$ cat src/logic/mem_settings.svh
`ifndef MEM_SETTINGS_SVH
`define MEM_SETTINGS_SVH

// datapath widths
`define MEM_DATA_WIDTH  32
`define MEM_ADDR_WIDTH  32
`define MEM_REG_WIDTH   5

// data memory size in words, byte addresses wrap at depth * 4
`define MEM_DEPTH_WORDS 256

// cycles from read request to rd_valid, must be 1 or more
`define MEM_RD_LATENCY  3

`endif

$ cat src/logic/mem_pkg.sv
`include "mem_settings.svh"

package mem_pkg;

  // encoding follows load/store funct3
  typedef enum logic [2:0] {
    SIZE_B  = 3'b000,
    SIZE_H  = 3'b001,
    SIZE_W  = 3'b010,
    SIZE_BU = 3'b100,
    SIZE_HU = 3'b101
  } access_size_t;

  typedef struct packed {
    logic [`MEM_DATA_WIDTH-1:0] alu_result;  // byte address for loads and stores
    logic [`MEM_DATA_WIDTH-1:0] rs2_data;    // store data
    logic [`MEM_REG_WIDTH-1:0]  wr_reg;
    logic                       is_load;
    logic                       is_store;
    logic                       reg_wr_en;
    access_size_t               size;
  } mem_op_t;

  typedef struct packed {
    logic [`MEM_REG_WIDTH-1:0]  wr_reg;
    logic                       reg_wr_en;
    logic [`MEM_DATA_WIDTH-1:0] data;
  } wb_t;

  // one memory word, seen whole or as byte lanes
  typedef union packed {
    logic [`MEM_DATA_WIDTH-1:0]        word;
    logic [`MEM_DATA_WIDTH/8-1:0][7:0] bytes;
  } mem_word_t;

endpackage : mem_pkg

$ cat src/logic/mem_stage.sv
`include "mem_settings.svh"

module mem_stage (
  input  logic                       clk_i,
  input  logic                       rst_i,
  input  mem_pkg::mem_op_t           op_i,
  input  logic                       valid_i,
  input  logic                       mem_valid_i,
  input  logic [`MEM_DATA_WIDTH-1:0] load_data_i,
  output logic                       rd_req_o,
  output logic                       wr_req_o,
  output logic                       stall_o,
  output logic                       wb_valid_o,
  output logic [`MEM_ADDR_WIDTH-1:0] req_addr_o,
  output logic [`MEM_DATA_WIDTH-1:0] wr_data_o,
  output mem_pkg::access_size_t      req_size_o,
  output mem_pkg::wb_t               wb_o
);

  typedef enum logic [1:0] {
    IDLE    = 2'b00,
    READY   = 2'b01,
    WAITING = 2'b10
  } state_t;

  state_t state_q;
  state_t state_d;
  logic   wb_reg_wr_en;

  always_ff @(posedge clk_i) begin
    if (!rst_i) begin
      state_q <= IDLE;
    end else begin
      state_q <= state_d;
    end
  end

  // op_i is held by upstream while stalled, so the request stays put
  assign req_addr_o = op_i.alu_result[`MEM_ADDR_WIDTH-1:0];
  assign req_size_o = op_i.size;
  assign wr_data_o  = op_i.rs2_data;

  always_comb begin
    rd_req_o     = 1'b0;
    wr_req_o     = 1'b0;
    stall_o      = 1'b0;
    wb_valid_o   = 1'b0;
    wb_reg_wr_en = 1'b0;
    state_d      = state_q;

    case (state_q)
      IDLE: begin
        state_d = READY;  // one quiet cycle out of reset
      end
      READY: begin
        if (valid_i) begin
          rd_req_o = op_i.is_load;
          wr_req_o = op_i.is_store;
          if (op_i.is_load) begin
            stall_o = 1'b1;
            state_d = WAITING;
          end else begin
            wb_valid_o   = 1'b1;
            wb_reg_wr_en = op_i.reg_wr_en;
          end
        end
      end
      WAITING: begin
        stall_o = 1'b1;
        if (mem_valid_i) begin
          // load completes this cycle, release upstream
          stall_o      = 1'b0;
          wb_valid_o   = 1'b1;
          wb_reg_wr_en = 1'b1;
          state_d      = READY;
        end
      end
      default: begin
        state_d = IDLE;
      end
    endcase
  end

  always_comb begin
    wb_o.wr_reg    = op_i.wr_reg;
    wb_o.reg_wr_en = wb_reg_wr_en;
    if (op_i.is_load) begin
      wb_o.data = load_data_i;  // already shifted and extended
    end else begin
      wb_o.data = op_i.alu_result;
    end
  end

endmodule : mem_stage

$ cat config.mk
export PLATFORM = sky130hd
export DESIGN_NAME = mem_stage
export DESIGN_NICKNAME = d
export VERILOG_FILES = /design/src/logic/mem_pkg.sv /design/src/logic/mem_stage.sv
export VERILOG_INCLUDE_DIRS = /design/src /design/src/logic
export SDC_FILE = /design/constraint.sdc
export NUM_CORES = 1
export LEC_CHECK = 0
export BUFFER_PORTS_ARGS = -buffer_cell sky130_fd_sc_hd__buf_2
export CAP_MARGIN = 20
export CORE_AREA = 2 2 86 88
export CTS_CLUSTER_DIAMETER = 30
export DETAILED_ROUTE_END_ITERATION = 10
export DIE_AREA = 0 0 88 90
export PLACE_DENSITY = 0.65
export SETUP_SLACK_MARGIN = 0.15
export SLEW_MARGIN = 20
export SYNTH_ARGS = -nofsm -noshare
export SYNTH_HDL_FRONTEND = slang
export SYNTH_SLANG_ARGS = --single-unit
$ cat constraint.sdc
create_clock -name clk_i -period 1.5 [get_ports clk_i]
set_input_delay 0.3 -clock clk_i [delete_from_list [all_inputs] [get_ports clk_i]]
set_output_delay 0.3 -clock clk_i [all_outputs]
set_load 0.01 [all_outputs]
==> impl_results.md <==
- Status: finished with violations
- Violated checks: negative setup slack
- Synth Register Bits: 2
- Post-synth top area share: 0.4534
- Max-cap viol count: 0
- Ant diodes: 0
- I/O pin total: 220
- CTS buffer count: 3
- Max Freq: 625.3 MHz
- Detailed Route WL: 4.574 mm
- DRT Pass-1 Iters: 4
- Core area: 7020 um2
- Static leakage: 1.104 nW
- Worst EP required: 1.20 ns
- Most flop-heavy register: state_q
- Slew Viols, Final: 0
- CP Capture Type: primary output
- Hpwl dp: 3.180 mm
- Worst EP arrival: 1.30 ns
- Top post-synthesis cells by area: buf_4 45%, mux2_2 30%, ha_1 5.2%, dfxtp_1 3.3%, clkbuf_8 2.3%
- CP max stage delay: 0.35 ns
- Tightest Pin Transition: 0.2198 ns
- Min Tclk post-route: 1.599 ns
- Slack of the critical path: -0.09931 ns
- Main synth FF type: dfxtp_1
- Clock Path Buffers: 2
- Die W: 88 um
- DP Area: 1465 um2
- Max reg flops: 2
- Top-count cell post-synth: buf_4
- PwrDens: 649.0 nW/um2
- Synthesized area: 1209 um2
- Cell accounting for the most synthesized area: buf_4
- Root buffer cell: clkbuf_8
- Layout cell share with drive strength beyond 1: 0.9167
- Worst skew pair latency: 0.21 ns
- Site row count: 31
- DR vias: 1,234
- Final period utilization: 1.066
- EDFF count, synth: 0
- WL/cell: 14.52 um
- Final Hold Vio Count: 0
- Die height: 90 um
- Regs by FF count: state_q: 2 flops
- Critical path, cell by cell: inv_4 > ha_4 > or2b_4 > a21boi_2 > buf_2
- Syn Area/Cell: 8.695 um2
- Crit path buffers/inverters: 2
- CTS Hold Buffers Added: 0
- Largest net degree at the start of global routing: 15
- DR iter-0 viols: 3
- Worst-path clk slew: 0.03 ns
- PortBufs: 139
- First-pass GRT wire length: 5.244 mm
- Post-layout instance area: 2033 um2
- Clock skew: 0.0002486 ns
- Util after Layout: 0.2896
- CTS tree: yes
- Clock H-tree levels: 1
- Peak VDD IR: 0.5933 mV
- Initial Utilization: 0.1722
- Post-synth top cells: 73 x buf_4, 32 x mux2_2, 5 x ha_1, 5 x inv_1, 3 x nand2_1
- Worst Path Max Fanout: 4
- All-layer global routing usage: 0.08802
- Vias in the first global route: 1,097
- CP startpoint kind: register
- Delay-heaviest family, CP: flip-flops
- Final net count: 334
- Cells after Synth: 139
- DR vias/cell: 3.917
- Die area: 7920 um2
- Syn_nets: 255
- Crit-path slowest cell: dfxtp_4
- RSZ-0062 raised after global routing: yes
- Area grow syn2layout: 68.22%
- Unique cell type count in the Yosys netlist: 23
- Path type of the worst setup path: reg2out
- Final setup vio count: 3
- Max-slew headroom: 0.8528
- Min-Delay Path Class: in2reg
- Antenna violations before repair: 0
- Post-route ant nets: 0
- Drt drc: 0
- Ys Warns: 0
- Placer congestion estimate: 0.6570
- Synth async-reset ratio: 0
- Clock sinks: 2
- GRT Residual Overflow: 0
- Register area share after synthesis: 0.03313
stage by stage:
| step | power [mW] | hold WS, ns | setup WS (ns) | std cells | TNS (ns) |
|---|---|---|---|---|---|
| after floorplan | 0.6228 | 0.4414 | 0.1590 | 139 | 0 |
| after global placement | 0.7082 | 0.4987 | 0.05505 | 302 | 0 |
| after detailed placement | 0.7279 | 0.5398 | -0.01653 | 302 | -0.01653 |
| after CTS | 1.136 | 0.3770 | -0.08577 | 312 | -0.1458 |
| after global routing | 1.410 | 0.4004 | -0.1346 | 315 | -0.3665 |
| final | 1.319 | 0.3883 | -0.09931 | 315 | -0.2190 |
repair_timing:
item,in CTS,in global routing
setup endpoints to repair,39,18
gates resized for setup,24,59
buffers inserted,4,2
pin swaps,4,2
cloned,3,1
per-layer routing:
metal | share of wire | vias to the layer above | GRT usage
met4 | 0.016 | 0 | 0.02692
met1 | 0.34 | 550 | 0.06954
met5 | 0 | - | 0
met2 | 0.54 | 132 | 0.1862
met3 | 0.11 | 12 | 0.03122
li1 | - | 540 | -
cell families (layout without fill, tap and decap cells):
group / count (synthesis) / count (layout) / synth area share
buffers and inverters: 82 / 159 / 0.5176
AO/OA/AOI/OAI: 6 / 6 / 0.04037
AND/OR/NAND/NOR: 11 / 11 / 0.05073
adder cells (fa/ha/maj): 5 / 5 / 0.05176
multiplexers: 33 / 33 / 0.3064
flip-flops: 2 / 2 / 0.03313
area by class of cell:
type                       instances  area, um2
timing repair buffer             151       1080
clock buffer                       3      41.29
multi-input combinational         55      716.9
sequential                         2      47.55
fill                             744       4987
inverter                           5      23.77
tap                               99      123.9
worst min-delay path, delay by kind of cell:
family	cells	cell delay (ns)
buffers and inverters	1	0.11
multiplexers	1	0.06
AND/OR/NAND/NOR	1	0.07
placed cells by master, fill, tap and decap left out, types with 2 or more instances in the layout:
cell	netlist	layout
buf_16	0	4
nand2_1	3	3
inv_1	5	3
ha_1	5	2
buf_6	1	27
buf_12	1	2
clkbuf_8	2	3
mux2_2	32	5
inv_4	0	2
ha_4	0	3
buf_2	0	111
buf_4	73	6
dfxtp_4	0	2
mux2_4	0	27
final timing paths:
path,slack (ns),to,cells past startpoint,from
min,0.39,state_q[0],3,rst_i
min reg2reg,0.66,state_q[0],3,state_q[0]
max,-0.1,stall_o,5,state_q[0]
max reg2reg,0.01,state_q[0],7,state_q[0]
where the power goes:
group	internal (mW)	leakage [nW]	switching [mW]
Combinational	0.562	1.06	0.421
Sequential	0.0861	0.0178	0.0364
Clock	0.170	0.0216	0.0439
Total	0.818	1.10	0.502
No activity file was read; power rests on OpenSTA's default activity.
