**src/logic/mem_settings.svh**
```systemverilog
`ifndef MEM_SETTINGS_SVH
`define MEM_SETTINGS_SVH

// datapath widths
`define MEM_DATA_WIDTH  32
`define MEM_ADDR_WIDTH  32
`define MEM_REG_WIDTH   5

// data memory size in words, byte addresses wrap at depth * 4
`define MEM_DEPTH_WORDS 256

// cycles from read request to rd_valid, must be 1 or more
`define MEM_RD_LATENCY  3

`endif

```
**src/logic/mem_pkg.sv**
```systemverilog
`include "mem_settings.svh"

package mem_pkg;

  // encoding follows load/store funct3
  typedef enum logic [2:0] {
    SIZE_B  = 3'b000,
    SIZE_H  = 3'b001,
    SIZE_W  = 3'b010,
    SIZE_BU = 3'b100,
    SIZE_HU = 3'b101
  } access_size_t;

  typedef struct packed {
    logic [`MEM_DATA_WIDTH-1:0] alu_result;  // byte address for loads and stores
    logic [`MEM_DATA_WIDTH-1:0] rs2_data;    // store data
    logic [`MEM_REG_WIDTH-1:0]  wr_reg;
    logic                       is_load;
    logic                       is_store;
    logic                       reg_wr_en;
    access_size_t               size;
  } mem_op_t;

  typedef struct packed {
    logic [`MEM_REG_WIDTH-1:0]  wr_reg;
    logic                       reg_wr_en;
    logic [`MEM_DATA_WIDTH-1:0] data;
  } wb_t;

  // one memory word, seen whole or as byte lanes
  typedef union packed {
    logic [`MEM_DATA_WIDTH-1:0]        word;
    logic [`MEM_DATA_WIDTH/8-1:0][7:0] bytes;
  } mem_word_t;

endpackage : mem_pkg

```
**src/logic/load_formatter.sv**
```systemverilog
`include "mem_settings.svh"

module load_formatter (
  input  logic [`MEM_ADDR_WIDTH-1:0] addr_i,
  input  mem_pkg::access_size_t      size_i,
  input  logic [`MEM_DATA_WIDTH-1:0] raw_i,
  output logic [`MEM_DATA_WIDTH-1:0] data_o
);

  localparam int OFF_W = $clog2(`MEM_DATA_WIDTH / 8);

  logic [`MEM_DATA_WIDTH-1:0] shifted;
  logic [7:0]                 byte_val;
  logic [15:0]                half_val;

  // bring the addressed lane down to bit 0
  assign shifted  = raw_i >> {addr_i[OFF_W-1:0], 3'b000};
  assign byte_val = shifted[7:0];
  assign half_val = shifted[15:0];

  always_comb begin
    case (size_i)
      mem_pkg::SIZE_B: begin
        data_o = {{(`MEM_DATA_WIDTH-8){byte_val[7]}}, byte_val};
      end
      mem_pkg::SIZE_BU: begin
        data_o = {{(`MEM_DATA_WIDTH-8){1'b0}}, byte_val};
      end
      mem_pkg::SIZE_H: begin
        data_o = {{(`MEM_DATA_WIDTH-16){half_val[15]}}, half_val};
      end
      mem_pkg::SIZE_HU: begin
        data_o = {{(`MEM_DATA_WIDTH-16){1'b0}}, half_val};
      end
      default: begin
        data_o = raw_i;  // full word
      end
    endcase
  end

endmodule : load_formatter

```
**config.mk**
```make
export PLATFORM = sky130hd
export DESIGN_NAME = load_formatter
export DESIGN_NICKNAME = d
export VERILOG_FILES = /design/src/logic/mem_pkg.sv /design/src/logic/load_formatter.sv
export VERILOG_INCLUDE_DIRS = /design/src /design/src/logic
export SDC_FILE = /design/constraint.sdc
export NUM_CORES = 1
export LEC_CHECK = 0
export ABC_AREA = 0
export BUFFER_PORTS_ARGS = -buffer_cell sky130_fd_sc_hd__buf_2
export CAP_MARGIN = 0
export CORE_ASPECT_RATIO = 0.8
export CORE_MARGIN = 4
export CORE_UTILIZATION = 35
export DETAILED_ROUTE_END_ITERATION = 10
export PLACE_DENSITY = 0.89
export SYNTH_ARGS = -nofsm -noshare
export SYNTH_HDL_FRONTEND = slang
export SYNTH_SLANG_ARGS = --single-unit
```
**constraint.sdc**
```tcl
create_clock -name vclk -period 4.5
set_clock_uncertainty 0.1 [all_clocks]
set_input_delay 0.675 -clock vclk [all_inputs]
set_output_delay 0.675 -clock vclk [all_outputs]
set_load 0.005 [all_outputs]
```
==> impl_metrics.prom <==
# TYPE chip_impl_metric gauge
chip_impl_metric{name="finalSetupViolCount",unit=""} 0
chip_impl_metric{name="timing.slew.headroom",unit="%"} 59.0
chip_impl_metric{name="grt_max_degree",unit=""} 41
chip_impl_metric{name="boundaryPins",unit=""} 99
chip_impl_metric{name="design.core.area",unit="um2"} 1910
chip_impl_info{name="critPathCaptureType",value="output pin"} 1
chip_impl_info{name="critical_path.startpoint_type",value="input pin"} 1
chip_impl_metric{name="tightest_slew",unit="ns"} 0.615
chip_impl_metric{name="grt_first_pass_wirelength",unit="um"} 4120
chip_impl_metric{name="cp_max_fo",unit=""} 15
chip_impl_metric{name="fillCellCount",unit=""} 202
chip_impl_metric{name="num_rows",unit=""} 14
chip_impl_metric{name="max_freq",unit="GHz"} 0.329
chip_impl_metric{name="required",unit="ns"} 3.72
chip_impl_metric{name="worst_hold_path.num_cells",unit=""} 4
chip_impl_metric{name="period_share",unit="%"} 67.5
chip_impl_metric{name="p_per_area",unit="nW/um2"} 112
chip_impl_metric{name="seq_area",unit="um2"} 0
chip_impl_metric{name="grt_antenna_before_repair",unit=""} 0
chip_impl_info{name="hold_path_class",value="input pin to output pin"} 1
chip_impl_metric{name="vias_per_cell",unit=""} 5.49
chip_impl_metric{name="start_util",unit="%"} 37.5
chip_impl_metric{name="drt_iter0_markers",unit=""} 35
chip_impl_metric{name="post_synth.cell_area_avg",unit="um2"} 6.45
chip_impl_info{name="worstHoldStart",value="raw_i[0]"} 1
chip_impl_metric{name="fraction_of_layout_cells_with_a_size_suffix_above_1",unit="%"} 46.8
chip_impl_metric{name="finalWirelength",unit="um"} 2650
chip_impl_metric{name="drt.antenna.violating_nets",unit=""} 0
chip_impl_metric{name="count_of_sequential_standard_cells",unit=""} 0
chip_impl_metric{name="timing.critical_path.arrival",unit="ns"} 2.26
chip_impl_metric{name="overflow",unit=""} 0
chip_impl_metric{name="ctsResizeCount",unit=""} 0
chip_impl_metric{name="p_clk_share",unit="%"} 0
chip_impl_metric{name="report.final.slew_viol_count",unit=""} 0
chip_impl_metric{name="p_switching",unit="mW"} 0.0610
chip_impl_metric{name="synth_seq_area_share",unit="%"} 0
chip_impl_metric{name="cts_hold_buf",unit=""} 0
chip_impl_metric{name="leakagePower",unit="nW"} 0.555
chip_impl_metric{name="grt_pass1_vias",unit=""} 950
chip_impl_metric{name="switching_share",unit="%"} 52.9
chip_impl_metric{name="num_vias",unit=""} 1071
chip_impl_metric{name="yosys_warnings",unit=""} 0
chip_impl_info{name="path_class",value="input pin to output pin"} 1
chip_impl_info{name="hold-path-endpoint",value="data_o[0]"} 1
chip_impl_metric{name="finalInstanceArea",unit="um2"} 1030
chip_impl_metric{name="share_seq_of_total_power",unit="%"} 0
chip_impl_metric{name="hold_viol_final",unit=""} 0
chip_impl_metric{name="gr-usage-all-layers",unit="%"} 17.5
chip_impl_metric{name="dp_hpwl",unit="um"} 2090
chip_impl_metric{name="internal_power",unit="mW"} 0.0543
chip_impl_metric{name="die_w",unit="um"} 58.6
chip_impl_metric{name="power_frac_comb",unit="%"} 100.0
chip_impl_metric{name="ir_drop",unit="uV"} 55.4
chip_impl_metric{name="final_net_count",unit=""} 240
chip_impl_metric{name="maxCapViolations",unit=""} 0
chip_impl_metric{name="clockBufferCount",unit=""} 0
chip_impl_metric{name="io_buffers",unit=""} 69
chip_impl_metric{name="synth_cell_type_count",unit=""} 27
chip_impl_metric{name="synth_nets",unit=""} 178
chip_impl_metric{name="detail_route.first_pass.iterations",unit=""} 4
chip_impl_metric{name="antenna_cells",unit=""} 0
chip_impl_metric{name="tns",unit="ns"} 0
chip_impl_metric{name="drc",unit=""} 0
chip_impl_metric{name="die_height",unit="um"} 48.4
chip_impl_info{name="rsz0062_at_grt",value="false"} 1
chip_impl_metric{name="design.die.area",unit="um2"} 2840
chip_impl_metric{name="placedInstanceArea",unit="um2"} 1030
chip_impl_metric{name="post_synth_instance_area",unit="um2"} 716
chip_impl_metric{name="gpl.final_weighted_congestion",unit=""} 0.749
chip_impl_metric{name="finalWorstPathRequiredPeriod",unit="ns"} 3.04
chip_impl_metric{name="finalPower",unit="mW"} 0.115
chip_impl_metric{name="syn_inst_count",unit=""} 111
chip_impl_metric{name="area_delta_synth_final",unit="%"} 43.9
chip_impl_metric{name="route.detailed.wl_per_inst",unit="um"} 13.6
chip_impl_metric{name="post_cts.repair.setup_buffers",unit=""} 0
chip_impl_info{name="run_status",value="finished, final reports clean"} 1
==> metal layers <==
metal,vias to the layer above,part of all wire (%),global-route usage [%],wire length (um)
li1,538,-,-,-
met1,480,43,23.3,1150
met2,53,47,31.4,1240
met3,0,9.8,2.13,260
met4,0,0,0,0
met5,-,0,0,0
==> worst max-delay path: stages <==
cell,delay (ns)
sky130_fd_sc_hd__buf_2,0.29
sky130_fd_sc_hd__mux2_2,0.39
sky130_fd_sc_hd__a221oi_2,0.39
sky130_fd_sc_hd__buf_4,0.26
sky130_fd_sc_hd__o21ai_0,0.10
sky130_fd_sc_hd__buf_2,0.14
==> cell type report <==
type                       instances  area, um2  area share [%]
inverter                           4       15.0            1.46
multi-input combinational         97        632            61.4
tap                               24       30.0            2.92
timing repair buffer              70        353            34.3
==> worst max path at each step <==
stage / slack, ns / depth (start not counted) / start / end
6_report: 1.46 / 6 / addr_i[1] / data_o[29]
5_1_grt: 1.32 / 5 / addr_i[0] / data_o[23]
3_3_place_gp: 1.46 / 6 / addr_i[1] / data_o[29]
3_5_place_dp: 1.47 / 5 / addr_i[0] / data_o[19]
4_1_cts: 1.46 / 6 / addr_i[1] / data_o[29]
2_1_floorplan: 1.94 / 5 / addr_i[0] / data_o[20]
==> per-stage QoR <==
stage | hold WS (ns) | setup slack (ns) | util (%) | cells
finish | 1.52 | 1.46 | 53.9 | 195
global route | 1.54 | 1.32 | 53.9 | 195
floorplan | 1.34 | 1.94 | - | 111
global placement | 1.52 | 1.46 | 53.9 | 195
CTS | 1.52 | 1.46 | 53.9 | 195
detailed placement | 1.52 | 1.47 | 53.9 | 195
==> power groups by stage <==
stage	sequential [mW]	clock (mW)	combinational, mW
floorplan	0	0	0.0652
CTS	0	0	0.116
detailed placement	0	0	0.115
global route	0	0	0.128
finish	0	0	0.115
global placement	0	0	0.114
==> cells in the final DEF (no fill, tap or decap) <==
master                      count
sky130_fd_sc_hd__mux4_2         1
sky130_fd_sc_hd__o31ai_1        7
sky130_fd_sc_hd__o21ai_1        3
sky130_fd_sc_hd__o221a_2        1
sky130_fd_sc_hd__buf_4          1
sky130_fd_sc_hd__a221oi_1       4
sky130_fd_sc_hd__nand4_1        1
sky130_fd_sc_hd__a2bb2oi_1      2
sky130_fd_sc_hd__a221oi_2       1
sky130_fd_sc_hd__buf_2         69
sky130_fd_sc_hd__mux2i_1        5
sky130_fd_sc_hd__o211ai_4       1
sky130_fd_sc_hd__nand3b_1       1
sky130_fd_sc_hd__nor2b_1        2
sky130_fd_sc_hd__o211a_1        1
sky130_fd_sc_hd__mux2_2         5
sky130_fd_sc_hd__a22oi_1        4
sky130_fd_sc_hd__o311ai_0       1
sky130_fd_sc_hd__inv_1          4
sky130_fd_sc_hd__a22o_1         2
sky130_fd_sc_hd__o2bb2ai_1      1
sky130_fd_sc_hd__o21ai_0       18
sky130_fd_sc_hd__nand2_1       34
sky130_fd_sc_hd__o21bai_1       1
sky130_fd_sc_hd__a21oi_2        1
==> cells in the mapped netlist, drive strengths merged <==
cell type / instances / area share, %
a21oi: 1 / 1.2
a221oi: 5 / 7.0
a22o: 2 / 2.4
a22oi: 4 / 4.2
a2bb2oi: 2 / 2.4
buf: 6 / 7.5
clkbuf: 4 / 2.1
inv: 4 / 2.1
mux2: 5 / 7.9
mux2i: 5 / 7.0
mux4: 1 / 3.1
nand2: 34 / 18
nand3b: 1 / 1.0
nand4: 1 / 0.87
nor2b: 2 / 1.7
o211a: 1 / 1.4
o211ai: 1 / 3.0
o21ai: 21 / 15
o21bai: 1 / 1.0
o221a: 1 / 1.6
o2bb2ai: 1 / 1.2
o311ai: 1 / 1.2
o31ai: 7 / 7.3
==> kinds of logic after synthesis <==
kind of cell,share of synthesized area (%)
AO/OA/AOI/OAI,48.8
AND/OR/NAND/NOR,21.5
buffers and inverters,11.7
multiplexers,18.0
(Power assumes the default switching activity.)
